[config.mk]
export PLATFORM = sky130hd
export DESIGN_NAME = task_out_fifo
export DESIGN_NICKNAME = d
export VERILOG_FILES = /design/src/design/rw_pkg.sv /design/src/design/task_out_fifo.sv
export VERILOG_INCLUDE_DIRS = /design/src /design/src/design
export SDC_FILE = /design/constraint.sdc
export NUM_CORES = 1
export LEC_CHECK = 0
export ABC_AREA = 1
export BUFFER_PORTS_ARGS = -buffer_cell sky130_fd_sc_hd__buf_2
export CORE_ASPECT_RATIO = 0.9
export CORE_MARGIN = 4
export CORE_UTILIZATION = 45
export CTS_CLUSTER_DIAMETER = 150
export DETAILED_ROUTE_END_ITERATION = 8
export HOLD_SLACK_MARGIN = 0.02
export PLACE_DENSITY_LB_ADDON = 0.08
export SYNTH_ARGS = -nofsm -noshare
export SYNTH_HDL_FRONTEND = slang
export SYNTH_SLANG_ARGS = --single-unit
[constraint.sdc]
create_clock -name clk -period 15.64 [get_ports clk]
set_input_delay 0 -clock clk [delete_from_list [all_inputs] [get_ports clk]]
set_output_delay 0 -clock clk [all_outputs]
set_load 0.02 [all_outputs]
[src/design/rw_macros.svh]
`ifndef RW_MACROS_SVH
`define RW_MACROS_SVH

// thread pool
`define RW_N_THREADS 8
`define RW_TID_W 3

// line memory geometry
`define RW_LINE_W 512
`define RW_MEM_LINES 64
`define RW_LINE_IDX_W 6
`define RW_REQ_DEPTH 4

// log2 of object size in bytes
`define RW_ARSIZE 2

// output fifo
`define RW_OUT_DEPTH 16
`define RW_OCC_W 5

// register map
`define RW_REG_BASE_ADDR 8'h10
`define RW_REG_ALMOST_FULL 8'h14
`define RW_REG_N_DEQUEUES 8'h18
`define RW_REG_OUT_OCC 8'h1c

`endif

[src/design/rw_pkg.sv]
`include "rw_macros.svh"

package rw_pkg;

   // task descriptor fields
   typedef logic [31:0] ts_t;
   typedef logic [31:0] locale_t;
   typedef logic [3:0] ttype_t;
   typedef logic [7:0] cq_slot_t;

   typedef logic [`RW_TID_W-1:0] thread_id_t;

   // memory side
   typedef logic [31:0] object_t;
   typedef logic [`RW_LINE_W-1:0] line_t;
   typedef logic [`RW_LINE_IDX_W-1:0] line_idx_t;

   typedef logic [`RW_OCC_W-1:0] fifo_size_t;

   // register port
   typedef logic [7:0] reg_addr_t;
   typedef logic [31:0] reg_data_t;

endpackage

[src/design/task_out_fifo.sv]
`timescale 1ns/1ns
`include "rw_macros.svh"

module task_out_fifo (
   input  logic               clk,
   input  logic               rstn,

   input  logic               push,
   input  rw_pkg::ts_t        in_ts,
   input  rw_pkg::locale_t    in_locale,
   input  rw_pkg::ttype_t     in_ttype,
   input  rw_pkg::cq_slot_t   in_cq_slot,
   input  rw_pkg::thread_id_t in_thread,
   input  rw_pkg::object_t    in_object,
   input  rw_pkg::line_idx_t  in_cache_index,
   input  logic               pop,

   output logic               valid,
   output logic               full,
   output rw_pkg::fifo_size_t occ,
   output rw_pkg::ts_t        out_ts,
   output rw_pkg::locale_t    out_locale,
   output rw_pkg::ttype_t     out_ttype,
   output rw_pkg::cq_slot_t   out_cq_slot,
   output rw_pkg::thread_id_t out_thread,
   output rw_pkg::object_t    out_object,
   output rw_pkg::line_idx_t  out_cache_index
);

   localparam int PTR_W = $clog2(`RW_OUT_DEPTH);

   rw_pkg::ts_t        b_ts     [`RW_OUT_DEPTH];
   rw_pkg::locale_t    b_locale [`RW_OUT_DEPTH];
   rw_pkg::ttype_t     b_ttype  [`RW_OUT_DEPTH];
   rw_pkg::cq_slot_t   b_slot   [`RW_OUT_DEPTH];
   rw_pkg::thread_id_t b_thread [`RW_OUT_DEPTH];
   rw_pkg::object_t    b_object [`RW_OUT_DEPTH];
   rw_pkg::line_idx_t  b_index  [`RW_OUT_DEPTH];

   logic [PTR_W-1:0] wr_ptr;
   logic [PTR_W-1:0] rd_ptr;
   logic             do_push;
   logic             do_pop;

   assign valid = (occ != '0);
   assign full = (occ == rw_pkg::fifo_size_t'(`RW_OUT_DEPTH));
   assign do_push = push & ~full;
   assign do_pop = pop & valid;

   assign out_ts = b_ts[rd_ptr];
   assign out_locale = b_locale[rd_ptr];
   assign out_ttype = b_ttype[rd_ptr];
   assign out_cq_slot = b_slot[rd_ptr];
   assign out_thread = b_thread[rd_ptr];
   assign out_object = b_object[rd_ptr];
   assign out_cache_index = b_index[rd_ptr];

   always_ff @(posedge clk) begin
      if (do_push) begin
         b_ts[wr_ptr] <= in_ts;
         b_locale[wr_ptr] <= in_locale;
         b_ttype[wr_ptr] <= in_ttype;
         b_slot[wr_ptr] <= in_cq_slot;
         b_thread[wr_ptr] <= in_thread;
         b_object[wr_ptr] <= in_object;
         b_index[wr_ptr] <= in_cache_index;
      end
   end

   always_ff @(posedge clk) begin
      if (!rstn) begin
         wr_ptr <= '0;
         rd_ptr <= '0;
         occ <= '0;
      end else begin
         if (do_push) wr_ptr <= wr_ptr + 1'b1;
         if (do_pop) rd_ptr <= rd_ptr + 1'b1;
         occ <= occ + do_push - do_pop; // pointers wrap, depth is a power of two
      end
   end

endmodule

Yosys cells after proc, flatten, opt, wreduce, memory -nomap -nowiden --
Memories as Yosys holds them, arrays and structs flattened. A register that Yosys moved wholly into a read port is not among the register bits. Index checks and enable logic that the tools add are counted.
Word-level totals: register bits 13, bits in writable memories 1872, memories 7
Cells by class: $add $sub $neg 4, eq/ne operators 1, multiplexer cells 16, bitwise logic cells 3, reduce and logical (&&, ||, !) cells 1
Memories:
- b_locale | depth 16, bits a word 32, rd ports 1, clocked after memory_dff 1, write ports 1, line task_out_fifo.sv:33 | rw_pkg::locale_t b_locale [`RW_OUT_DEPTH];
- b_object | depth 16, bits a word 32, rd ports 1, clocked after memory_dff 1, write ports 1, line task_out_fifo.sv:37 | rw_pkg::object_t b_object [`RW_OUT_DEPTH];
- b_ts | depth 16, bits a word 32, rd ports 1, clocked after memory_dff 1, write ports 1, line task_out_fifo.sv:32 | rw_pkg::ts_t b_ts [`RW_OUT_DEPTH];
- b_slot | depth 16, bits a word 8, rd ports 1, clocked after memory_dff 1, write ports 1, line task_out_fifo.sv:35 | rw_pkg::cq_slot_t b_slot [`RW_OUT_DEPTH];
- b_index | depth 16, bits a word 6, rd ports 1, clocked after memory_dff 1, write ports 1, line task_out_fifo.sv:38 | rw_pkg::line_idx_t b_index [`RW_OUT_DEPTH];
- b_ttype | depth 16, bits a word 4, rd ports 1, clocked after memory_dff 1, write ports 1, line task_out_fifo.sv:34 | rw_pkg::ttype_t b_ttype [`RW_OUT_DEPTH];
- 1 more memories
Operators by type and width (count):
- 2-to-1 mux 4 bit | 14
- adder 4 x 1 -> 4 bit, second input constant | 2
- adder 5 x 1 -> 5 bit | 1
- equality test 5 bit, second input constant | 1
- nonzero test 5 bit | 1
- subtractor 5 x 1 -> 5 bit | 1
- bitwise AND 1 bit | 2
- 2-to-1 mux 1 bit | 2
- inverter 1 bit | 1

Depth between registers and ports, before layout --
depth after elaboration 5, mapped depth 17

Least setup slack after synthesis --
No wires, ideal clock.
kind register to register, start point register occ[2], end point memory b_index[0][0] in the netlist's numbering (enable), data arrival time 6111 ps, data required time 15046 ps, path slack 8935 ps, stages on the path, launching flop included 8, period minus slack after synthesis 6705 ps, path through dfxtp_1 inv_1 ha_1 nand4_1 nand2_1 inv_1 nand2_1 nor2_1
On the way: longest elaborated chain between the ends 5
RTL lines:
- start, declared | line task_out_fifo.sv:20 | output rw_pkg::fifo_size_t occ,
- start signal, assigned | line task_out_fifo.sv:78 | occ <= occ + do_push - do_pop;
- equality test 5 bit | line task_out_fifo.sv:46 | assign full = (occ == rw_pkg::fifo_size_t'(`RW_OUT_DEPTH));
- inverter 1 bit | line task_out_fifo.sv:47 | assign do_push = push & ~full;
- bitwise AND 1 bit | line task_out_fifo.sv:47
- 2-to-1 mux 1 bit | line task_out_fifo.sv:59 | if (do_push) begin
- 2-to-1 mux 1 bit (not written as such) | line task_out_fifo.sv:66 | b_index[wr_ptr] <= in_cache_index;
- end, declared | line task_out_fifo.sv:38
No other way between the ends.

==> impl_metrics.env <==
export IMPL_path_clk_slew_ns=0.06
export IMPL_fmax_ghz=0.196
export IMPL_start_util_pct=45.2
export IMPL_cts_tree="done"
export IMPL_yosysTopAreaCellShare_pct=69.8
export IMPL_viasPerCell=5.03
export IMPL_synthTopCellsByArea="edfxtp_1, nand2_1, nand3_1"
export IMPL_muxShareOfSynthArea_pct=0
export IMPL_dieArea_sq_um=186000
export IMPL_peakVddDrop_uv=123
export IMPL_synthDistinctLibCells=18
export IMPL_nNetsFinal=8048
export IMPL_wl_per_cell_um=20.6
export IMPL_synth_area_sq_um=80500
export IMPL_numPlacedInstances=9972
export IMPL_layout_commonest_cell="nand2_1"
export IMPL_syn2layout_area_growth_pct=13.0
export IMPL_slew_viol_final=17
export IMPL_cp_arrival_ns=5.10
export IMPL_tightest_slew_ns=1.51
export IMPL_setup_violations=0
export IMPL_antenna_found_initial=22
export IMPL_drive_above_1_share_pct=7.21
export IMPL_cts_max_level=4
export IMPL_rows=147
export IMPL_period_needed_ns=5.10
export IMPL_fin_cells=10469
export IMPL_power_leakage_nw=38.5
export IMPL_postCtsSetupBuffers=0
export IMPL_crit_path_top_delay_cell="buf_4"
export IMPL_clockRootBuffer="clkbuf_16"
export IMPL_grt_max_degree=230
export IMPL_finalSetupTns_ns=0
export IMPL_final_cell_mix="nand2_1, edfxtp_1, inv_1, nand3_1, buf_2"
export IMPL_finalHoldViolCount=0
export IMPL_cts_sinks=1889
export IMPL_synth_compound_area_share_pct=0.0559
export IMPL_yosys_area_share_simple_pct=20.5
export IMPL_grt_ovfl_total=0
export IMPL_hpwl_mm=98.4
export IMPL_gp_congestion=0.746
export IMPL_drt_iter0_markers=4766
export IMPL_rsz0062_at_grt="false"
export IMPL_io_buffers=244
export IMPL_worstSetupPathType="register to primary output"
export IMPL_path_cells="buf_4, buf_4, buf_4, nand2_1, nand2_1, nand2_1, nand3_1, nand3_1, nand2_1, buf_2"
export IMPL_numCtsBuffers=199
export IMPL_grt_pass1_wl_mm=324
export IMPL_synth_warnings=0
export IMPL_critical_path_top_delay_family="buffers and inverters"
export IMPL_violations="slew limit"
export IMPL_fillers=15977
export IMPL_core_area_sq_um=178000
export IMPL_cp_max_fo=87
export IMPL_start_kind="register"
export IMPL_ys_seq_area_share_pct=70.2
export IMPL_routed_wl_mm=216
export IMPL_status="finished, violations left"
export IMPL_hold_class="input port to register"
export IMPL_max_cap_viol_count=0
export IMPL_drc=0
export IMPL_slew_headroom_pct=-0.416
export IMPL_pin_count=245
export IMPL_detail_route_antenna_nets=0
export IMPL_cp_data_required_time_ns=15.64
export IMPL_power_density_nw_per_um2=145
export IMPL_crit_top_cell="nand2_1"
export IMPL_synth_nets=7797
export IMPL_vias=52667
export IMPL_synth_top_family_by_area="simple AND/OR/NAND/NOR gates"
export IMPL_syn_area_per_cell_sq_um=10.5
export IMPL_syn_inst=7664
export IMPL_clock_tree_buffer_depth=3
export IMPL_skew_ns=0.0237
export IMPL_die_h_um=409
export IMPL_grt_use_total_pct=23.0
export IMPL_ys_ff_latch=1889
export IMPL_clk_latency_ns=0.81
export IMPL_preCtsSetupSlack_ns=11.34
export IMPL_dr_pass1_iters=6
export IMPL_synth_adder_area_share_pct=0.196
export IMPL_cp_end_kind="primary output"
export IMPL_synth_top_area_cell="edfxtp_1"
export IMPL_synth_xor_area_share_pct=0.0326
export IMPL_first_global_vias=50882
export IMPL_cp_slowest_stage_delay_ns=0.88
export IMPL_timing_final_ws_setup_ns=10.54
export IMPL_die_x_um=454
export IMPL_crit_buf_inv=4
export IMPL_fin_crit_sh_pct=32.6
-- sequential cells by signal (all words and copies together), names as in the netlist, named ones only --
name / count
b_ttype: 64
occ: 5
b_ts: 512
rd_ptr: 4
b_locale: 512
b_index: 96
b_object: 512
b_thread: 48
wr_ptr: 4
b_slot: 128
-- timing repair --
| item | CTS | global route |
|---|---|---|
| endpoints found under the hold margin | 1889 | 0 |
| resized for setup | 0 | 0 |
| endpoints found under the setup margin | 0 | 0 |
| hold buffers | 126 | 0 |
-- synthesized netlist by cell type --
cell type	n
nand2_1	2484
clkbuf_1	82
fa_1	1
a21oi_1	5
nand4_1	3
o21ai_0	4
buf_6	1
buf_2	224
dfxtp_1	17
nand3_1	1408
inv_2	4
ha_1	11
inv_1	1429
edfxtp_1	1872
buf_1	55
nor2_1	36
buf_4	25
xor2_1	3
-- power by group --
group / switching (W) / internal, W / leakage (nW)
clock network: 0.00193 / 0.00249 / 2.91
registers: 0.0000752 / 0.00573 / 17.0
logic: 0.00211 / 0.000815 / 18.5
-- path summary, 6_finish.rpt --
kind | from | slack (ns) | end | cells after the start
min | pop | 0.09 | register | 5
max | register | 10.54 | out_ts[22] | 10
min reg2reg | rd_ptr[2] | 0.52 | register | 2
max reg2reg | occ[2] | 11.39 | b_ts[8][7] | 10
-- area by class of cell --
cell class | instances | area (sq um) | share of cell area (%)
multi-input cells | 3955 | 16900 | 18.5
clock inverters | 91 | 633 | 0.696
inverters | 1433 | 5410 | 5.94
flip-flops and latches | 1889 | 56600 | 62.1
diodes | 9 | 22.5 | 0.0247
clock buffers | 271 | 5350 | 5.87
well taps | 2384 | 2980 | 3.28
repair buffers | 437 | 3190 | 3.50
-- metal layers --
layer | share of wire (%) | wire length, um | vias to the layer above | track usage (%)
li1 | - | - | 25256 | -
met1 | 47 | 101000 | 25801 | 33.9
met2 | 46 | 98800 | 1305 | 36.2
met3 | 5.5 | 11800 | 287 | 3.80
met4 | 1.7 | 3730 | 18 | 4.84
met5 | 0.052 | 113 | - | 0
-- logic make-up after synthesis --
logic type | count (synthesis)
compound gates | 9
xor+xnor | 3
fa+ha+maj | 12
buf+inv | 1820
flops | 1889
simple gates | 3931
-- metrics by stage --
step           utilization (%)  hold slack, ns  power (W)  cell area (sq um)
6_report                  51.1          0.0930     0.0132              91000
5_1_grt                   51.1          0.0882     0.0138              91000
4_1_cts                   51.1          0.0327     0.0133              91000
3_5_place_dp              47.0           0.331    0.00884              83800
3_3_place_gp              47.0           0.329    0.00882              83800
2_1_floorplan                -          0.0989    0.00787              80500
-- tightest hold or removal path: cells and delay by family --
| family | cells | cell delay [ns] |
|---|---|---|
| simple gates | 2 | 0.16 |
| buf+inv | 2 | 0.63 |
| compound gates | 1 | 0.07 |
(Power assumes the default switching activity.)
