File: config.mk
export PLATFORM = sky130hd
export DESIGN_NAME = read_rw
export DESIGN_NICKNAME = d
export VERILOG_FILES = /design/src/design/rw_pkg.sv /design/src/design/read_rw.sv
export VERILOG_INCLUDE_DIRS = /design/src /design/src/design
export SDC_FILE = /design/constraint.sdc
export NUM_CORES = 1
export LEC_CHECK = 0
export BUFFER_PORTS_ARGS = -buffer_cell sky130_fd_sc_hd__buf_4
export CORE_AREA = 2 2 338 340
export CTS_CLUSTER_DIAMETER = 40
export DETAILED_ROUTE_END_ITERATION = 12
export DIE_AREA = 0 0 340 342
export GPL_TIMING_DRIVEN = 0
export PLACE_DENSITY = 0.59
export SYNTH_ARGS = -nofsm -noshare
export SYNTH_HDL_FRONTEND = slang
export SYNTH_SLANG_ARGS = --single-unit
File: constraint.sdc
create_clock -name clk -period 28.6 [get_ports clk]
set_input_delay 4.29 -clock clk [delete_from_list [all_inputs] [get_ports clk]]
set_output_delay 4.29 -clock clk [all_outputs]
set_load 0.05 [all_outputs]
File: src/design/rw_macros.svh
`ifndef RW_MACROS_SVH
`define RW_MACROS_SVH

// thread pool
`define RW_N_THREADS 8
`define RW_TID_W 3

// line memory geometry
`define RW_LINE_W 512
`define RW_MEM_LINES 64
`define RW_LINE_IDX_W 6
`define RW_REQ_DEPTH 4

// log2 of object size in bytes
`define RW_ARSIZE 2

// output fifo
`define RW_OUT_DEPTH 16
`define RW_OCC_W 5

// register map
`define RW_REG_BASE_ADDR 8'h10
`define RW_REG_ALMOST_FULL 8'h14
`define RW_REG_N_DEQUEUES 8'h18
`define RW_REG_OUT_OCC 8'h1c

`endif

File: src/design/rw_pkg.sv
`include "rw_macros.svh"

package rw_pkg;

   // task descriptor fields
   typedef logic [31:0] ts_t;
   typedef logic [31:0] locale_t;
   typedef logic [3:0] ttype_t;
   typedef logic [7:0] cq_slot_t;

   typedef logic [`RW_TID_W-1:0] thread_id_t;

   // memory side
   typedef logic [31:0] object_t;
   typedef logic [`RW_LINE_W-1:0] line_t;
   typedef logic [`RW_LINE_IDX_W-1:0] line_idx_t;

   typedef logic [`RW_OCC_W-1:0] fifo_size_t;

   // register port
   typedef logic [7:0] reg_addr_t;
   typedef logic [31:0] reg_data_t;

endpackage

File: src/design/read_rw.sv
`timescale 1ns/1ns
`include "rw_macros.svh"

module read_rw (
   input  logic                 clk,
   input  logic                 rstn,

   input  logic                 in_valid,
   input  rw_pkg::ts_t          in_ts,
   input  rw_pkg::locale_t      in_locale,
   input  rw_pkg::ttype_t       in_ttype,
   input  rw_pkg::cq_slot_t     in_cq_slot,
   output logic                 in_ready,

   input  logic                 tid_avail,
   input  rw_pkg::thread_id_t   tid_free_id,
   output logic                 tid_take,
   output logic                 tid_release,
   output rw_pkg::thread_id_t   tid_release_id,

   output logic                 arvalid,
   output logic [31:0]          araddr,
   output rw_pkg::thread_id_t   arid,
   input  logic                 arready,

   input  logic                 rvalid,
   input  rw_pkg::thread_id_t   rid,
   input  rw_pkg::line_t        rdata,
   input  rw_pkg::line_idx_t    rindex,
   output logic                 rready,

   output logic                 fifo_push,
   output rw_pkg::ts_t          push_ts,
   output rw_pkg::locale_t      push_locale,
   output rw_pkg::ttype_t       push_ttype,
   output rw_pkg::cq_slot_t     push_cq_slot,
   output rw_pkg::thread_id_t   push_thread,
   output rw_pkg::object_t      push_object,
   output rw_pkg::line_idx_t    push_cache_index,
   input  logic                 fifo_full,
   input  rw_pkg::fifo_size_t   fifo_occ,

   input  logic                 reg_wvalid,
   input  rw_pkg::reg_addr_t    reg_waddr,
   input  rw_pkg::reg_data_t    reg_wdata,
   input  logic                 reg_arvalid,
   input  rw_pkg::reg_addr_t    reg_araddr,
   output logic                 reg_rvalid,
   output rw_pkg::reg_data_t    reg_rdata
);

   // per-thread task context, valid while the line read is outstanding
   rw_pkg::ts_t      ctx_ts     [`RW_N_THREADS];
   rw_pkg::locale_t  ctx_locale [`RW_N_THREADS];
   rw_pkg::ttype_t   ctx_ttype  [`RW_N_THREADS];
   rw_pkg::cq_slot_t ctx_slot   [`RW_N_THREADS];

   rw_pkg::reg_data_t  base_addr;
   rw_pkg::fifo_size_t almost_full_thresh;
   rw_pkg::reg_data_t  dequeues_left;

   logic            admit_ok;
   logic            accept;
   rw_pkg::locale_t rsp_locale;

   assign admit_ok = in_valid & tid_avail & (fifo_occ < almost_full_thresh) &
                     (dequeues_left != '0);

   assign arvalid = admit_ok;
   assign in_ready = admit_ok & arready;
   assign accept = in_valid & in_ready;
   assign tid_take = accept;

   assign arid = tid_free_id;
   assign araddr = base_addr + (in_locale << `RW_ARSIZE);

   always_ff @(posedge clk) begin
      if (accept) begin
         ctx_ts[tid_free_id] <= in_ts;
         ctx_locale[tid_free_id] <= in_locale;
         ctx_ttype[tid_free_id] <= in_ttype;
         ctx_slot[tid_free_id] <= in_cq_slot;
      end
   end

   // response merge, rready only when the record can be written
   assign fifo_push = rvalid & ~fifo_full;
   assign rready = fifo_push;
   assign tid_release = fifo_push;
   assign tid_release_id = rid;

   assign rsp_locale = ctx_locale[rid];
   assign push_ts = ctx_ts[rid];
   assign push_locale = rsp_locale;
   assign push_ttype = ctx_ttype[rid];
   assign push_cq_slot = ctx_slot[rid];
   assign push_thread = rid;
   assign push_object = rdata[rsp_locale[3:0]*32 +: 32]; // 16 words per line
   assign push_cache_index = rindex;

   always_ff @(posedge clk) begin
      if (!rstn) begin
         base_addr <= '0;
         almost_full_thresh <= '1;
         dequeues_left <= '1;
      end else if (reg_wvalid) begin
         case (reg_waddr)
            `RW_REG_BASE_ADDR:   base_addr <= reg_wdata;
            `RW_REG_ALMOST_FULL: almost_full_thresh <= reg_wdata[`RW_OCC_W-1:0];
            `RW_REG_N_DEQUEUES:  dequeues_left <= reg_wdata;
            default: ;
         endcase
      end else if (accept) begin
         dequeues_left <= dequeues_left - 1'b1; // write wins over decrement
      end
   end

   always_ff @(posedge clk) begin
      if (!rstn) begin
         reg_rvalid <= 1'b0;
      end else begin
         reg_rvalid <= reg_arvalid;
      end
   end

   always_ff @(posedge clk) begin
      if (reg_arvalid) begin
         case (reg_araddr)
            `RW_REG_BASE_ADDR:   reg_rdata <= base_addr;
            `RW_REG_ALMOST_FULL: reg_rdata <= rw_pkg::reg_data_t'(almost_full_thresh);
            `RW_REG_N_DEQUEUES:  reg_rdata <= dequeues_left;
            `RW_REG_OUT_OCC:     reg_rdata <= rw_pkg::reg_data_t'(fifo_occ);
            default:             reg_rdata <= '0;
         endcase
      end
   end

endmodule

== Yosys cells after proc, flatten, opt, wreduce, memory -nomap -nowiden ==
Memory sizes are Yosys's and may differ from the RTL's.
Cells that the tools add are included.

* Bits in registers: 102
* Bits in writable memories: 608
* Memories kept: 4

* $add $sub $neg: 2
* $lt $le $gt $ge: 1
* Equality and inequality tests: 8
* Shifts and indexed selects: 1
* Muxes and demuxes: 6
* Bitwise gates (word level): 7
* Reduce and logical (&&, ||, !) cells: 5

{| class="wikitable"
|+ Memories
! memory !! depth !! bits a word !! read ports !! clocked after Yosys merged registers in !! wr ports !! line !! RTL
|-
| ctx_locale || 8 || 32 || 1 || 0 || 1 || read_rw.sv:54 || <nowiki>rw_pkg::locale_t ctx_locale [`RW_N_THREADS];</nowiki>
|-
| ctx_ts || 8 || 32 || 1 || 0 || 1 || read_rw.sv:53 || <nowiki>rw_pkg::ts_t ctx_ts [`RW_N_THREADS];</nowiki>
|-
| ctx_slot || 8 || 8 || 1 || 0 || 1 || read_rw.sv:56 || <nowiki>rw_pkg::cq_slot_t ctx_slot [`RW_N_THREADS];</nowiki>
|-
| ctx_ttype || 8 || 4 || 1 || 0 || 1 || read_rw.sv:55 || <nowiki>rw_pkg::ttype_t ctx_ttype [`RW_N_THREADS];</nowiki>
|}

{| class="wikitable"
|+ Operator list
! operator !! number
|-
| variable part select 512 x 10 -> 32 bit || 1
|-
| one-hot mux 32 bit (4 select lines) || 1
|-
| two-way mux 32 bit || 3
|-
| == test 8 x 5 -> 1 bit, second input constant || 7
|-
| adder 32 bit || 1
|-
| nonzero test 32 bit || 1
|-
| subtractor 32 x 1 -> 32 bit, second input constant || 1
|-
| bitwise AND 1 bit || 6
|-
| AND reduction 2 bit || 3
|-
| less-than comparator 5 bit || 1
|-
| two-way mux 1 bit || 2
|-
| inequality test 2 x 1 -> 1 bit, second input constant || 1
|-
| nonzero test 2 bit || 1
|-
| NOT 1 bit || 1
|}

== Longest topological paths before layout ==
* Depth in word-level cells: 7
* Mapped depth: 11
* Depth with buffers taken out: 10

== Worst setup path after synthesis ==
No wires, ideal clock.

* Path type: input to register
* Start: in fifo_occ[2]
* End: mem ctx_locale[2][0] (netlist bit), enable pin
* Setup time: 728 ps
* Arrival time: 13551 ps
* Required time: 27872 ps
* Slack: 14321 ps
* Cell stages on the path: 6
* Path buffers: 0
* Path through: ha_1 -> a21o_1 -> a221o_1 -> a211oi_1 -> o311ai_4 -> nor4b_1

* Cells in the longest elaborated chain, start to end: 7

{| class="wikitable"
|+ Ends and longest elaborated chain
! element !! line !! RTL
|-
| start, declared || read_rw.sv:41 || <nowiki>input rw_pkg::fifo_size_t fifo_occ,</nowiki>
|-
| less-than comparator 5 bit || read_rw.sv:66 || <nowiki>assign admit_ok = in_valid & tid_avail & (fifo_occ < almost_full_thresh) &</nowiki>
|-
| bitwise AND 1 bit (2 in a row) || read_rw.sv:66 ||
|-
| bitwise AND 1 bit || read_rw.sv:70 || <nowiki>assign in_ready = admit_ok & arready;</nowiki>
|-
| bitwise AND 1 bit || read_rw.sv:71 || <nowiki>assign accept = in_valid & in_ready;</nowiki>
|-
| two-way mux 1 bit || read_rw.sv:78 || <nowiki>if (accept) begin</nowiki>
|-
| two-way mux 1 bit (implied by the code) || read_rw.sv:80 || <nowiki>ctx_locale[tid_free_id] <= in_locale;</nowiki>
|-
| end, declared || read_rw.sv:54 ||
|}

No other way between the ends.

== Final worst setup path ==
* Start: in rid[0]
* End: out push_object[5]

* Cells in the longest elaborated chain, start to end: 2

{| class="wikitable"
|+ Ends and longest elaborated chain
! element !! line !! RTL
|-
| start, declared || read_rw.sv:27 || <nowiki>input rw_pkg::thread_id_t rid,</nowiki>
|-
| memory (8 x 32 bit) || -- ||
|-
| variable part select 512 x 10 -> 32 bit || read_rw.sv:98 || <nowiki>assign push_object = rdata[rsp_locale[3:0]*32 +: 32];</nowiki>
|-
| end, declared || read_rw.sv:38 || <nowiki>output rw_pkg::object_t push_object,</nowiki>
|}

No other way between the ends.

==> results.json <==
{
  "run_status": "finished, final reports clean",
  "skew_ns": 0.0358,
  "avgViaCountPerCell": 5.32,
  "boundaryPins": 856,
  "finalSetupViolCount": 0,
  "initial_core_util_pct": 30.1,
  "syn_area_um2": 34000,
  "ys_ff_latch": 710,
  "antenna_found_initial": 69,
  "clockPowerShare_pct": 42.0,
  "die_w_um": 340,
  "synth_top_flop_cell": "edfxtp_1",
  "coreArea_um2": 113000,
  "p_leak_nw": 17.9,
  "grt_pass1_vias": 27327,
  "num_vias": 28431,
  "synthesis.nets": 3406,
  "synth_fa_ha_area_share_pct": 1.31,
  "crit_path_top_delay_cell": "clkbuf_1",
  "swShare_pct": 28.6,
  "power.density_nw_per_um2": 60.5,
  "overflow": 0,
  "worst_path_most_repeated_cell": "clkbuf_1",
  "synth.area.top_cells": "edfxtp_1 (56%), mux4_2 (10%), nand2_1 (7.5%)",
  "core.rowCount": 124,
  "period_share_pct": 47.8,
  "cts_root_buf": "clkbuf_16",
  "synth.largest_area_cell": "edfxtp_1",
  "fmax_mhz": 73.2,
  "die_area_um2": 116000,
  "worst_path_dominant_cell_family": "buffers and inverters",
  "cts_made_buffers": 89,
  "clockBufferDepth": 3,
  "hold_viol_final": 0,
  "path_max_fanout": 10,
  "synth_top_cells_by_count": "nand2_1 (684), edfxtp_1 (640), mux4_2 (157)",
  "port_buffers": 844,
  "htreeDepth": 3,
  "clock_latency_ns": 0.68,
  "cts_hold_buf": 0,
  "wl_per_cell_um": 32.3,
  "rsz0062_at_grt": "false",
  "p_int_mw": 2.00,
  "grt_max_degree": 34,
  "dp_hpwl_mm": 142,
  "drv_cap": 0,
  "stdcell_count": 5345,
  "post-cts-setup-buffer-count": 0,
  "synth_top_family_by_area": "multiplexers",
  "cp-end-kind": "output port",
  "synth_edf_count": 640,
  "min_path_type": "register to register",
  "synth_seq_area_share_pct": 60.6,
  "synthSimpleGateAreaFrac_pct": 12.7,
  "yosysUniqueCellTypes": 73,
  "synth-compound-area-share_pct": 8.08,
  "avgSynthCellArea_um2": 12.6,
  "route.detailed.drc": 0,
  "timing.slew.headroom_pct": 25.3,
  "worst_pin_slew_ns": 1.12,
  "synthArstFlopShare_pct": 0,
  "final_nets": 4427,
  "design_area_um2": 46400,
  "clk_pin_slew_ns": 0.06,
  "peakVddDrop_mv": 0.0442,
  "power_frac_comb_pct": 17.3,
  "drv_slew": 0,
  "p_seq_share_pct": 40.7,
  "drtAntennaViolNets": 0,
  "cts_resized": 0,
  "area_growth_syn_to_layout_pct": 36.4,
  "switchingPower_mw": 0.803,
  "drt-initial-drc-count": 3390,
  "wirelength_mm": 172,
  "drive_gt1_share_pct": 36.2,
  "critPathBufInv": 5,
  "cpPeakStageDelay_ns": 0.81,
  "dpl-instance-area_um2": 43200,
  "die_y_um": 342,
  "synth_mux_area_share_pct": 13.8,
  "gp_congestion": 1.04,
  "required_ns": 24.31,
  "worstPathCellList": "buf_2, mux4_2, mux2i_1, clkbuf_1, clkbuf_1, clkbuf_1, a31oi_1, a22oi_1, o221ai_1, buf_4",
  "synth_top_cell_area_share_pct": 56.4,
  "cts_tree": "built",
  "yosysMostFrequentCell": "nand2_1",
  "path_class": "input port to output port",
  "yosysWarnings": 0,
  "cts.sinks": 710,
  "synth_xor_area_share_pct": 0.643,
  "arrival_ns": 9.38,
  "firstDrtPassIters": 6,
  "finalHoldWorstSlack_ns": 0.481,
  "grt_pass1_wl_mm": 228,
  "place_inst": 5151,
  "syn-instance-count": 2709,
  "start_kind": "input port",
  "grtUsageTotal_pct": 28.6,
  "setup_tns_ns": 0,
  "fin_crit_ns": 13.67,
  "fillers": 10850
}
-- metrics by stage --
step / worst slack (ns) / utilization [%] / power, mW
floorplan: 14.32 / - / 1.40
global placement: 4.85 / 37.4 / 1.64
detailed placement: 15.17 / 38.2 / 1.64
CTS: 15.16 / 41.0 / 2.82
global route: 14.98 / 41.0 / 2.89
finish: 14.93 / 41.1 / 2.81
-- worst register-to-register path: stages (launching register included) --
cell and delay (ns):
dfxtp_1 0.36, inv_1 0.06, ha_1 0.28, a21o_1 0.16, a221o_1 0.34, a211oi_1 0.51
o311ai_4 0.41, inv_1 0.17, nand2_1 0.20, nor3b_2 0.86, buf_8 0.25, buf_6 0.17
buf_6 0.19, buf_6 0.18
-- state kept, by name (all words and copies together), names as in the netlist, 5 cells and up --
| register | cells |
|---|---|
| ctx_ts | 256 |
| ctx_locale | 256 |
| reg_rdata | 32 |
| ctx_slot | 64 |
| base_addr | 32 |
| almost_full_thresh | 5 |
| ctx_ttype | 32 |
| dequeues_left | 32 |
-- cells in the final DEF (no fill, tap or decap), drive strengths merged, types with 9 or more instances in the layout --
cell type  instances
and3              71
dfxtp             70
clkbuf           233
nand3             88
edfxtp           640
ha                34
a31oi             71
a32oi             11
buf              997
xnor2             19
a22oi             33
nor3              19
clkinv            40
o211ai             9
o221ai            32
mux4             157
mux2i             36
a21oi             79
o21ai            124
mux2              72
bufinv            11
a21o              15
nor2              95
diode             28
nand2            684
inv               42
-- path summary, 6_finish.rpt --
| path | start | to | slack (ns) | cells past startpoint |
|---|---|---|---|---|
| hold / removal | base_addr[2] | base_addr[2] | 0.48 | 2 |
| hold reg to reg | base_addr[2] | base_addr[2] | 0.48 | 2 |
| setup reg to reg | almost_full_thresh[2] | ctx_slot[3][6] | 24.20 | 13 |
| setup / recovery | rid[0] | push_object[5] | 14.93 | 10 |
-- routing by layer --
metal	vias to the layer above	track usage [%]	share of wire (%)
met3	221	11.6	12
met5	-	0	0.12
li1	12326	-	-
met1	14367	41.1	44
met4	36	6.86	2.6
met2	1481	39.8	41
-- power by group through the flow --
stage	combinational, mW	sequential (mW)	clock [mW]
final	0.485	1.14	1.18
after global routing	0.499	1.14	1.24
after CTS	0.474	1.14	1.20
after detailed placement	0.473	1.16	0
after global placement	0.470	1.17	0
after floorplan	0.226	1.17	0
-- final cells by class --
type	count	area (um2)	area share (%)
sequential	710	20600	44.4
multi-input combinational	1767	12500	26.9
timing repair buffer	930	7200	15.5
clock buffer	97	2300	4.95
tap	1512	1890	4.07
clock inverter	69	876	1.89
buffer	203	862	1.86
inverter	29	109	0.234
antenna	28	70.1	0.151
-- cell families (layout without fill, tap and decap cells) --
kind of cell / after synthesis / in the layout
adders and majority gates: 35 / 35
buffers and inverters: 232 / 1328
DFF: 710 / 710
and+or+nand+nor: 1014 / 1014
xor gates and xnor gates: 25 / 25
other: 0 / 28
muxes: 265 / 265
AOI/OAI and AO/OA: 428 / 428
No activity file was read; power rests on OpenSTA's default activity.
