## config.mk

```make
export PLATFORM = sky130hd
export DESIGN_NAME = thread_pool
export DESIGN_NICKNAME = d
export VERILOG_FILES = /design/src/design/rw_pkg.sv /design/src/design/thread_pool.sv
export VERILOG_INCLUDE_DIRS = /design/src /design/src/design
export SDC_FILE = /design/constraint.sdc
export NUM_CORES = 1
export LEC_CHECK = 0
export BUFFER_PORTS_ARGS = -buffer_cell sky130_fd_sc_hd__buf_2
export CAP_MARGIN = 20
export CORE_AREA = 2 2 39 41
export CTS_CLUSTER_SIZE = 14
export DETAILED_ROUTE_END_ITERATION = 16
export DIE_AREA = 0 0 41 43
export PLACE_DENSITY = 0.53
export SYNTH_ARGS = -nofsm -noshare
export SYNTH_HDL_FRONTEND = slang
export SYNTH_SLANG_ARGS = --single-unit
```

## constraint.sdc

```tcl
create_clock -name clk -period 1.6 [get_ports clk]
set_clock_uncertainty 0.15 [all_clocks]
set_input_delay 0.24 -clock clk [delete_from_list [all_inputs] [get_ports clk]]
set_output_delay 0.24 -clock clk [all_outputs]
set_load 0.01 [all_outputs]
```

## src/design/rw_macros.svh

```systemverilog
`ifndef RW_MACROS_SVH
`define RW_MACROS_SVH

// thread pool
`define RW_N_THREADS 8
`define RW_TID_W 3

// line memory geometry
`define RW_LINE_W 512
`define RW_MEM_LINES 64
`define RW_LINE_IDX_W 6
`define RW_REQ_DEPTH 4

// log2 of object size in bytes
`define RW_ARSIZE 2

// output fifo
`define RW_OUT_DEPTH 16
`define RW_OCC_W 5

// register map
`define RW_REG_BASE_ADDR 8'h10
`define RW_REG_ALMOST_FULL 8'h14
`define RW_REG_N_DEQUEUES 8'h18
`define RW_REG_OUT_OCC 8'h1c

`endif

```

## src/design/rw_pkg.sv

```systemverilog
`include "rw_macros.svh"

package rw_pkg;

   // task descriptor fields
   typedef logic [31:0] ts_t;
   typedef logic [31:0] locale_t;
   typedef logic [3:0] ttype_t;
   typedef logic [7:0] cq_slot_t;

   typedef logic [`RW_TID_W-1:0] thread_id_t;

   // memory side
   typedef logic [31:0] object_t;
   typedef logic [`RW_LINE_W-1:0] line_t;
   typedef logic [`RW_LINE_IDX_W-1:0] line_idx_t;

   typedef logic [`RW_OCC_W-1:0] fifo_size_t;

   // register port
   typedef logic [7:0] reg_addr_t;
   typedef logic [31:0] reg_data_t;

endpackage

```

## src/design/thread_pool.sv

```systemverilog
`timescale 1ns/1ns
`include "rw_macros.svh"

module thread_pool (
   input  logic               clk,
   input  logic               rstn,
   input  logic               take,
   input  logic               release_req,
   input  rw_pkg::thread_id_t release_id,
   output logic               avail,
   output rw_pkg::thread_id_t free_id
);

   logic [`RW_N_THREADS-1:0] free_map;
   logic [`RW_N_THREADS-1:0] take_mask;
   logic [`RW_N_THREADS-1:0] rel_mask;

   assign avail = |free_map;

   // lowest free id wins
   always_comb begin
      free_id = '0;
      for (int i = `RW_N_THREADS - 1; i >= 0; i--) begin
         if (free_map[i]) begin
            free_id = rw_pkg::thread_id_t'(i);
         end
      end
   end

   always_comb begin
      take_mask = '0;
      rel_mask = '0;
      if (take) begin
         take_mask[free_id] = 1'b1;
      end
      if (release_req) begin
         rel_mask[release_id] = 1'b1;
      end
   end

   // a released id is in flight, so it never collides with the one taken
   always_ff @(posedge clk) begin
      if (!rstn) begin
         free_map <= '1;
      end else begin
         free_map <= (free_map & ~take_mask) | rel_mask;
      end
   end

endmodule

```

Word level (Yosys, flattened, before mapping)
Index checks and enable logic that the tools add are counted.
{"block": "totals", "reg_bits": 8, "in_bits": 7, "out_inout_bits": 4, "elab_cells": 25}
{"block": "op_classes", "order_cmp": 4, "mux": 14, "bitwise": 3, "n_reduce_logical": 3}
{"op": "3-bit 2-to-1 mux", "n": 8}
{"op": "8-bit 2-to-1 mux", "n": 2}
{"op": "8-bit bitwise AND", "n": 1}
{"op": "3-bit by 4-bit < comparator with 1-bit output (second input constant)", "n": 2}
{"op": "8-bit NOT", "n": 1}
{"op": "8-bit OR", "n": 1}
{"op": "8-bit OR reduction", "n": 1}
{"op": "1-bit demux with 3-bit select", "n": 2}
{"op": "3-bit by 1-bit greater-or-equal comparator with 1-bit output (second input constant)", "n": 2}
{"op": "1-bit logical AND", "n": 2}
{"op": "1-bit 2-to-1 mux", "n": 2}

Longest topological paths before layout
Gate-level depths: netlist of the first run.
{"block": "logic_depth", "depth_word": 16, "ltp_mapped": 4, "mapped_depth_nobuf": 4}

Least setup slack after synthesis of the first run
OpenSTA, ideal clock, no wires.
{"block": "synth_timing", "path_kind": "flip-flop to flip-flop", "start": "register free_map[1]", "end": "register free_map[6]", "setup_ns": 0.114, "arrival_time_ns": 1.115, "required_time_ns": 1.336, "setup_slack_ns": 0.221, "stages_incl_launch_ff": 5, "n_path_buf": 0, "synth_period_minus_slack_ns": 1.379, "path_cell_list": "dfxtp_1 -> or3b_4 -> nor3_2 -> nand4b_1 -> a21o_1"}
{"block": "synth_via", "elab_chain_len": 10, "elab_cells_between_ends": 11, "classes_between": "order compare: 2; mux: 5; bitwise: 3; reduce/logical: 1"}
{"element": "start, declared", "line_no": "thread_pool.sv:14", "source": "logic [`RW_N_THREADS-1:0] free_map;"}
{"element": "start signal, assigned", "line_no": "thread_pool.sv:46", "source": "free_map <= (free_map & ~take_mask) | rel_mask;"}
{"element": "3-bit 2-to-1 mux * (2 in series)", "line_no": "thread_pool.sv:24", "source": "if (free_map[i]) begin"}
{"element": "3-bit by 4-bit < comparator with 1-bit output (implied by the code) / 3-bit by 1-bit greater-or-equal comparator with 1-bit output (equally long branches)", "line_no": "thread_pool.sv:34", "source": "take_mask[free_id] = 1'b1;"}
{"element": "1-bit logical AND (implied by the code)", "line_no": "thread_pool.sv:34"}
{"element": "1-bit 2-to-1 mux (implied by the code)", "line_no": "thread_pool.sv:34"}
{"element": "1-bit demux with 3-bit select *", "line_no": "thread_pool.sv:34"}
{"element": "8-bit 2-to-1 mux *", "line_no": "thread_pool.sv:33", "source": "if (take) begin"}
{"element": "8-bit NOT *", "line_no": "thread_pool.sv:46"}
{"element": "8-bit bitwise AND *", "line_no": "thread_pool.sv:46"}
{"element": "8-bit OR *", "line_no": "thread_pool.sv:46"}
Mark *: on every way between the ends. The rest lies on a longest branch, timed or not.
A chain may end at the register's enable or synchronous reset.

Worst setup path in the final report of the first run
{"block": "layout_timing", "start": "register free_map[7]", "end": "output port free_id[0]"}
{"block": "layout_via", "elab_chain_len": 8}
{"element": "3-bit 2-to-1 mux (8 in series)", "line_no": "thread_pool.sv:24"}
{"element": "end, declared", "line_no": "thread_pool.sv:11", "source": "output rw_pkg::thread_id_t free_id"}
No other way between the ends.

==> impl_metrics.toml, run 1 <==
[yosys]
ys_seq_elements = 8
netlist_area_um2 = 428
synth_top_family_by_area = "compound AO/OA/AOI/OAI gates"
ys_types = 22
synth.area.mux_share_pct = 0
synthAdderAreaFrac_pct = 0
syn_area_per_cell_um2 = 8.07
synth_area_leaders = "dfxtp_1, o221ai_1, nand2_1, o21ai_0, nand2b_1"
synth_top_area_share_pct = 37.4
ys_seq_area_share_pct = 37.4
syn-instance-count = 53
yosysTopAreaCell = "dfxtp_1"
syn-num-nets = 60
ys_warn_count = 0
synth-xor-area-share_pct = 0
yosys.area_share.simple_pct = 29.2
synth_compound_area_share_pct = 29.8

[clocking]
cts_hold_buf = 0
tritoncts = "yes"
clk_latency_ns = 0.25
root_buffer = "clkbuf_4"
htree_levels = 1
path_clk_slew_ns = 0.06
cts_buffers = 3
cts.path.max_buffers = 2
cts.sinks = 8

[routing]
vias = 436
drt-initial-drc-count = 1
drt-wirelength-per-cell_um = 11.8
drt_first_pass_iters = 3
ant_nets = 0
drt-vias-per-instance = 4.90
drcViolationCount = 0
routed_wl_mm = 1.05

[timing]
finalHoldViolCount = 0
fin_ws_ns = 0.0702
fmax_mhz = 654
final-setup-viol-count = 0
maxSlewViolCount = 0
rsz0062_at_grt = "true"
period_share_pct = 95.6
max_slew.worst_pin.slew_ns = 0.292
post-route-min-period_ns = 1.53
slew_headroom_pct = 80.3

[final_layout]
regArea_um2 = 173
drive_gt1_share_pct = 47.9
final_cells = 89
n_antenna_cell = 0
reg.largest.list = "free_map: 8 flops"
syn2layout_area_growth_pct = 43.0
fin_util_pct = 44.2
num-nets-final = 82
multiInputGateArea_um2 = 279
regMostFlops = "free_map"
fillers = 144
largest_register_ff_count = 8

[floorplanning]
die_h_um = 43
rows = 14
core-area_um2 = 1380
start_util_pct = 30.9
die_w_um = 41
die-area_um2 = 1760
io_pins = 11

[placement]
place_congestion = 0.717
dp.cells = 81
dp_slack_ns = 0.112
hpwl_um = 793
portBuffers = 10

[power]
clkPwrFrac_pct = 37.4
power.internal_mw = 0.312
power_frac_seq_pct = 50.7
pwr-share-comb_pct = 11.9
swShare_pct = 24.3
ir_worst_vdd_mv = 0.366
finalPower_mw = 0.412
p_sw_mw = 0.100
p_leak_nw = 0.265
power_density_nw_per_um2 = 674

[setup_path]
setup.worst_path.start_class = "register"
max_stage_delay_ns = 0.34
critical_path.cell_chain = "nor2b_1, o21ai_2, nand2_1, buf_2"
crit_fanout = 4
reg2reg_depth = 5
crit_arrival_ns = 1.14
slowest_stage = "dfxtp_2"
path_class = "reg -> out"
crit_required_ns = 1.21
crit_path_end_kind = "primary output"

[grt]
grt_usage_pct = 14.5
grt_pass1_vias = 410
grt_pass1_wl_mm = 1.68
grt_antenna_before_repair = 0
grt_max_degree = 9
grt-ovfl-total = 0

[worst_hold_path]
hold_depth = 2
min_path_type = "in -> reg"

[run_status]
status = "complete, no violations"

[run]
cap_violations = 0
[final timing paths]
kind	start	endpoint	slack, ns
worst min-delay path	rstn	free_map[7]	0.08
worst min register to register	free_map[6]	free_map[6]	0.36
worst max register to register	free_map[3]	free_map[7]	0.12
worst max-delay path	free_map[7]	free_id[0]	0.07
[power groups by stage]
stage	Combinational, mW	Clock (mW)	Sequential (mW)
2_1_floorplan	0.0209	0	0.212
3_3_place_gp	0.0412	0	0.213
3_5_place_dp	0.0411	0	0.213
4_1_cts	0.0424	0.160	0.209
5_1_grt	0.0537	0.172	0.210
6_report	0.0491	0.154	0.209
[cell families (layout without fill, tap and decap cells)]
family	after synthesis	count (layout)
simple gates	23	23
compound gates	18	18
buf+inv	4	24
flops	8	8
[area by class of cell]
class	count	area share, %
clock buffer	3	3.68
inverter	4	2.45
sequential	8	28.2
multi-input combinational	41	45.6
tap	16	3.27
timing repair buffer	17	16.8
[synth_stat cells]
| cell | count |
|---|---|
| nor2_1 | 4 |
| a211oi_1 | 1 |
| dfxtp_1 | 8 |
| inv_1 | 4 |
| or3b_4 | 1 |
| nor3_2 | 1 |
| o21bai_1 | 1 |
| o21ai_2 | 1 |
| nand4b_1 | 1 |
| nor2b_1 | 2 |
| o221ai_1 | 3 |
| o311ai_0 | 2 |
| nor4_1 | 1 |
| nand2_1 | 6 |
| o211ai_1 | 1 |
| a21boi_0 | 1 |
| nor3_1 | 1 |
| a21oi_1 | 2 |
| nand2b_1 | 3 |
| nand3_1 | 3 |
| o21ai_0 | 4 |
| a21o_1 | 2 |
[repair_timing]
item,CTS,global route
hold endpoints to repair,0,0
endpoints found under the setup margin,3,4
setup buffers,0,5
pin swaps,1,4
gates resized for setup,3,12
[cells in the final DEF, fill, tap and decap left out, types with 3 or more instances in the layout]
cell,instances
buf_2,10
buf_4,7
clkbuf_4,3
dfxtp_2,7
inv_1,4
nand2_1,6
nand2b_1,3
nand3_1,3
nor2_1,3
o21ai_0,3
o221ai_1,3
[metrics by stage]
stage	setup TNS, ns	hold slack (ns)	area, um2
2_1_floorplan	0	0.169	428
3_3_place_gp	0	0.341	513
3_5_place_dp	0	0.341	513
4_1_cts	-0.0138	0.0736	551
5_1_grt	-0.0107	0.0894	612
6_report	0	0.0807	612
[worst max-delay path: cells and delay by family (launching register included)]
| kind | cells | cell delay [ns] |
|---|---|---|
| compound gates | 1 | 0.20 |
| buf+inv | 1 | 0.14 |
| flops | 1 | 0.34 |
| simple gates | 2 | 0.21 |
[routing by layer]
layer | global-route usage (%) | up-vias | share of wire, % | routed length, um
li1 | - | 237 | - | -
met1 | 18.2 | 190 | 48 | 503
met2 | 20.9 | 9 | 49 | 512
met3 | 3.14 | 0 | 3.1 | 33
met4 | 10.0 | 0 | 0 | 0
met5 | 0 | - | 0 | 0
(Power assumes the default switching activity.)
==> inputs of run 2 (changes only) <==
--- a/config.mk
+++ b/config.mk
@@ -12,6 +12,7 @@
 export CTS_CLUSTER_SIZE = 14
 export DETAILED_ROUTE_END_ITERATION = 16
 export DIE_AREA = 0 0 41 43
+export GPL_TIMING_DRIVEN = 0
 export PLACE_DENSITY = 0.53
 export SYNTH_ARGS = -nofsm -noshare
 export SYNTH_HDL_FRONTEND = slang
==> impl_metrics.toml, run 2 (synthesized netlist as in run 1, its figures left out) <==
[final_layout]
fin_util_pct = 40.1
regMostFlops = "free_map"
reg.largest.list = "free_map: 8 flops"
syn2layout_area_growth_pct = 29.8
num-nets-final = 77
largest_register_ff_count = 8
final_cells = 84
drive_gt1_share_pct = 35.3
layout_commonest_cell = "buf_2"
final_cell_mix = "buf_2, nand2_1, dfxtp_1"
n_antenna_cell = 0

[worst_hold_path]
min_path_type = "in -> reg"

[floorplanning]
core-area_um2 = 1380
rows = 14
die_w_um = 41
die-area_um2 = 1760
die_h_um = 43
io_pins = 11
start_util_pct = 30.9

[setup_path]
crit_fanout = 4
slowest_stage = "dfxtp_1"
path_class = "reg -> reg"
cp_top_family = "compound AO/OA/AOI/OAI gates"
crit_path_end_kind = "register"
crit_required_ns = 1.56
path_buf_inv = 1
crit_arrival_ns = 1.56
max_stage_delay_ns = 0.39
critical_path.cell_chain = "nor2b_1, o21bai_2, buf_4, a211oi_1, o221ai_1"
setup.worst_path.start_class = "register"

[grt]
grt_pass1_vias = 396
grt_antenna_before_repair = 0
grt_pass1_wl_mm = 1.57
grt-ovfl-total = 0
grt_usage_pct = 13.8
grt_max_degree = 9

[clocking]
cts_hold_buf = 0
cts.sinks = 8
path_clk_slew_ns = 0.05
htree_levels = 1
cts.path.max_buffers = 2
tritoncts = "yes"
cts_buffers = 3
root_buffer = "clkbuf_4"
clk_latency_ns = 0.26

[run_status]
status = "finished, violations left"
violations = "negative setup slack"

[power]
power_density_nw_per_um2 = 729
p_leak_nw = 0.228
finalPower_mw = 0.405
ir_worst_vdd_mv = 0.281

[routing]
drt-wirelength-per-cell_um = 11.9
drcViolationCount = 0
drt-vias-per-instance = 5.24
ant_nets = 0
drt_first_pass_iters = 2
wl_met2_um = 432
drt-initial-drc-count = 6
wl_met1_um = 479
top_layer = "met4"
vias = 440
routed_wl_mm = 1.00
wl_met3_um = 52

[placement]
portBuffers = 10
hpwl_um = 754
place_congestion = 0.715
dp.cells = 79

[timing]
max_slew.worst_pin.slew_ns = 0.319
fin_ws_ns = -0.00150
finalHoldViolCount = 0
setup_tns_ns = -0.00150
post-route-min-period_ns = 1.60
maxSlewViolCount = 0
period_share_pct = 100
rsz0062_at_grt = "true"
fmax_mhz = 624
final-setup-viol-count = 1
slew_headroom_pct = 78.5

[run]
cap_violations = 0
## run 2: routing by layer
metal  up-vias  global-route usage (%)
met3         5                    3.14
met2        14                    18.1
met1       194                    16.9
met4         0                    14.0
met5         -                       0
li1        227                       -
## run 2: what timing repair did
action	in CTS	in global routing
pin swaps	0	4
buffers inserted	0	2
gates resized for setup	3	4
endpoints found under the setup margin	2	4
## run 2: report_power, final
part           total, mW  internal, mW  switching [mW]
clock network      0.151        0.0856          0.0656
logic             0.0439        0.0201          0.0239
registers          0.210         0.204         0.00621
## run 2: metrics by stage
step / area, um2 / hold slack, ns / setup WS (ns)
6_report: 556 / 0.0868 / -0.00150
5_1_grt: 556 / 0.0766 / -0.0417
4_1_cts: 536 / 0.0798 / 0.00392
3_5_place_dp: 498 / 0.343 / 0.140
3_3_place_gp: 498 / 0.336 / 0.139
2_1_floorplan: 428 / 0.169 / 0.221
## run 2: worst register-to-register path, delay by kind of cell (launching register included)
family                 cells  cell delay (ns)
DFF                        1             0.39
AOI/OAI and AO/OA          3             0.58
buffers and inverters      1             0.15
and+or+nand+nor            1             0.18
## run 2: path summary, 6_finish.rpt
| check | startpoint | end | slack [ns] | depth (start not counted) |
|---|---|---|---|---|
| min reg2reg | free_map[4] | free_map[4] | 0.36 | 1 |
| max | free_map[3] | free_map[7] | -0.002 | 5 |
| min | rstn | free_map[3] | 0.09 | 2 |
| max reg2reg | free_map[3] | free_map[7] | -0.002 | 5 |
## run 2: cell type report
type,count,area [um2]
fillers,157,828
flip-flops and latches,8,163
multi-input cells,41,270
clock buffers,3,22.5
inverters,4,15.0
repair buffers,12,65.1
well taps,16,20.0
==> inputs of run 3 (changes only) <==
==> constraint.sdc (replaced) <==
create_clock -name clk -period 1.67 [get_ports clk]
set_clock_uncertainty 0.15 [all_clocks]
set_input_delay 0.2505 -clock clk [delete_from_list [all_inputs] [get_ports clk]]
set_output_delay 0.2505 -clock clk [all_outputs]
set_load 0.01 [all_outputs]
==> impl_metrics.toml, run 3 (synthesized netlist as in run 1, its figures left out) <==
[clocking]
cts.path.max_buffers = 2
cts.sinks = 8
root_buffer = "clkbuf_4"
htree_levels = 1
tritoncts = "yes"
clk_latency_ns = 0.25
cts_buffers = 3
cts_hold_buf = 0
path_clk_slew_ns = 0.05

[routing]
drt-vias-per-instance = 5.28
ant_nets = 0
routed_wl_um = 966
drcViolationCount = 0
drt-wirelength-per-cell_um = 11.8
vias = 433
drt_first_pass_iters = 4
drt-initial-drc-count = 11

[timing]
max_slew.worst_pin.slew_ns = 0.280
holdWs_ns = 0.0938
slew_headroom_pct = 81.1
finalHoldViolCount = 0
maxSlewViolCount = 0
final-setup-viol-count = 0
fmax_mhz = 618
post-route-min-period_ns = 1.62
period_share_pct = 96.9
rsz0062_at_grt = "true"

[power]
power_density_nw_per_um2 = 716
ir_worst_vdd_mv = 0.264
p_leak_nw = 0.219

[floorplanning]
start_util_pct = 30.9
die_h_um = 43
io_pins = 11
die_w_um = 41
core-area_um2 = 1380
rows = 14
die-area_um2 = 1760

[grt]
grt_pass1_wl_mm = 1.51
grt_max_degree = 9
grt-ovfl-total = 0
grt_usage_pct = 13.3
grt_antenna_before_repair = 0
grt_pass1_vias = 380

[final_layout]
fillers = 158
final_cell_mix = "buf_2, dfxtp_1, nand2_1"
num-nets-final = 75
fin_util_pct = 38.7
syn2layout_area_growth_pct = 25.1
reg.largest.list = "free_map: 8 flops"
drive_gt1_share_pct = 28.8
regMostFlops = "free_map"
largest_register_ff_count = 8
n_antenna_cell = 0
stdcell_area_um2 = 536
layout_commonest_cell = "buf_2"

[setup_path]
reg2reg_depth = 4
crit_path_end_kind = "primary output"
crit_fanout = 6
crit_required_ns = 1.27
setup.worst_path.start_class = "register"
crit_arrival_ns = 1.22
path_class = "reg -> out"

[placement]
hpwl_um = 754
place_congestion = 0.715
dpl-instance-area_um2 = 498
portBuffers = 10

[run]
cap_violations = 0

[worst_hold_path]
hold_depth = 2
min_path_type = "in -> reg"

[run_status]
status = "complete, no violations"
run 3: power breakdown:
part           internal [mW]  leakage [nW]  switching, mW
sequential             0.195        0.0652        0.00541
combinational         0.0168         0.140         0.0222
clock                 0.0819        0.0138         0.0616
run 3: what timing repair did:
| item | CTS | global route |
|---|---|---|
| resized for setup | 1 | 2 |
| endpoints found under the hold margin | 0 | 0 |
| setup endpoints to repair | 1 | 2 |
| buffers inserted | 0 | 0 |
run 3: critical path, stage by stage, from the launching register on:
cell	delay, ns
dfxtp_1	0.43
nor2b_1	0.09
o21bai_2	0.22
nand2_1	0.08
buf_2	0.15
run 3: area by class of cell:
type                            count  area [um2]  share of cell area (%)
Clock buffer                        3        22.5                    4.21
Inverter                            4        15.0                    2.80
Multi-Input combinational cell     41         268                    50.0
Sequential cell                     8         160                    29.9
Tap cell                           16        20.0                    3.74
Timing Repair Buffer               10        50.0                    9.35
run 3: metal layers:
layer	track usage (%)	up-vias	routed length, um
met2	16.9	16	399
met4	14.0	0	43
met3	3.14	5	55
met1	16.6	190	467
li1	-	222	-
met5	0	-	0
run 3: final timing paths:
check | end | from | slack [ns]
setup reg to reg | free_map[6] | free_map[0] | 0.19
hold reg to reg | free_map[6] | free_map[6] | 0.37
hold / removal | free_map[3] | rstn | 0.09
setup / recovery | free_id[0] | free_map[2] | 0.05
run 3: metrics by stage:
step	setup slack, ns	std cells	setup TNS, ns	power [mW]
final	0.0523	82	0	0.383
after global routing	-0.0379	82	-0.0379	0.406
after CTS	0.0494	82	0	0.387
after detailed placement	0.203	79	0	0.242
after global placement	0.204	79	0	0.241
after floorplan	0.291	53	0	0.223
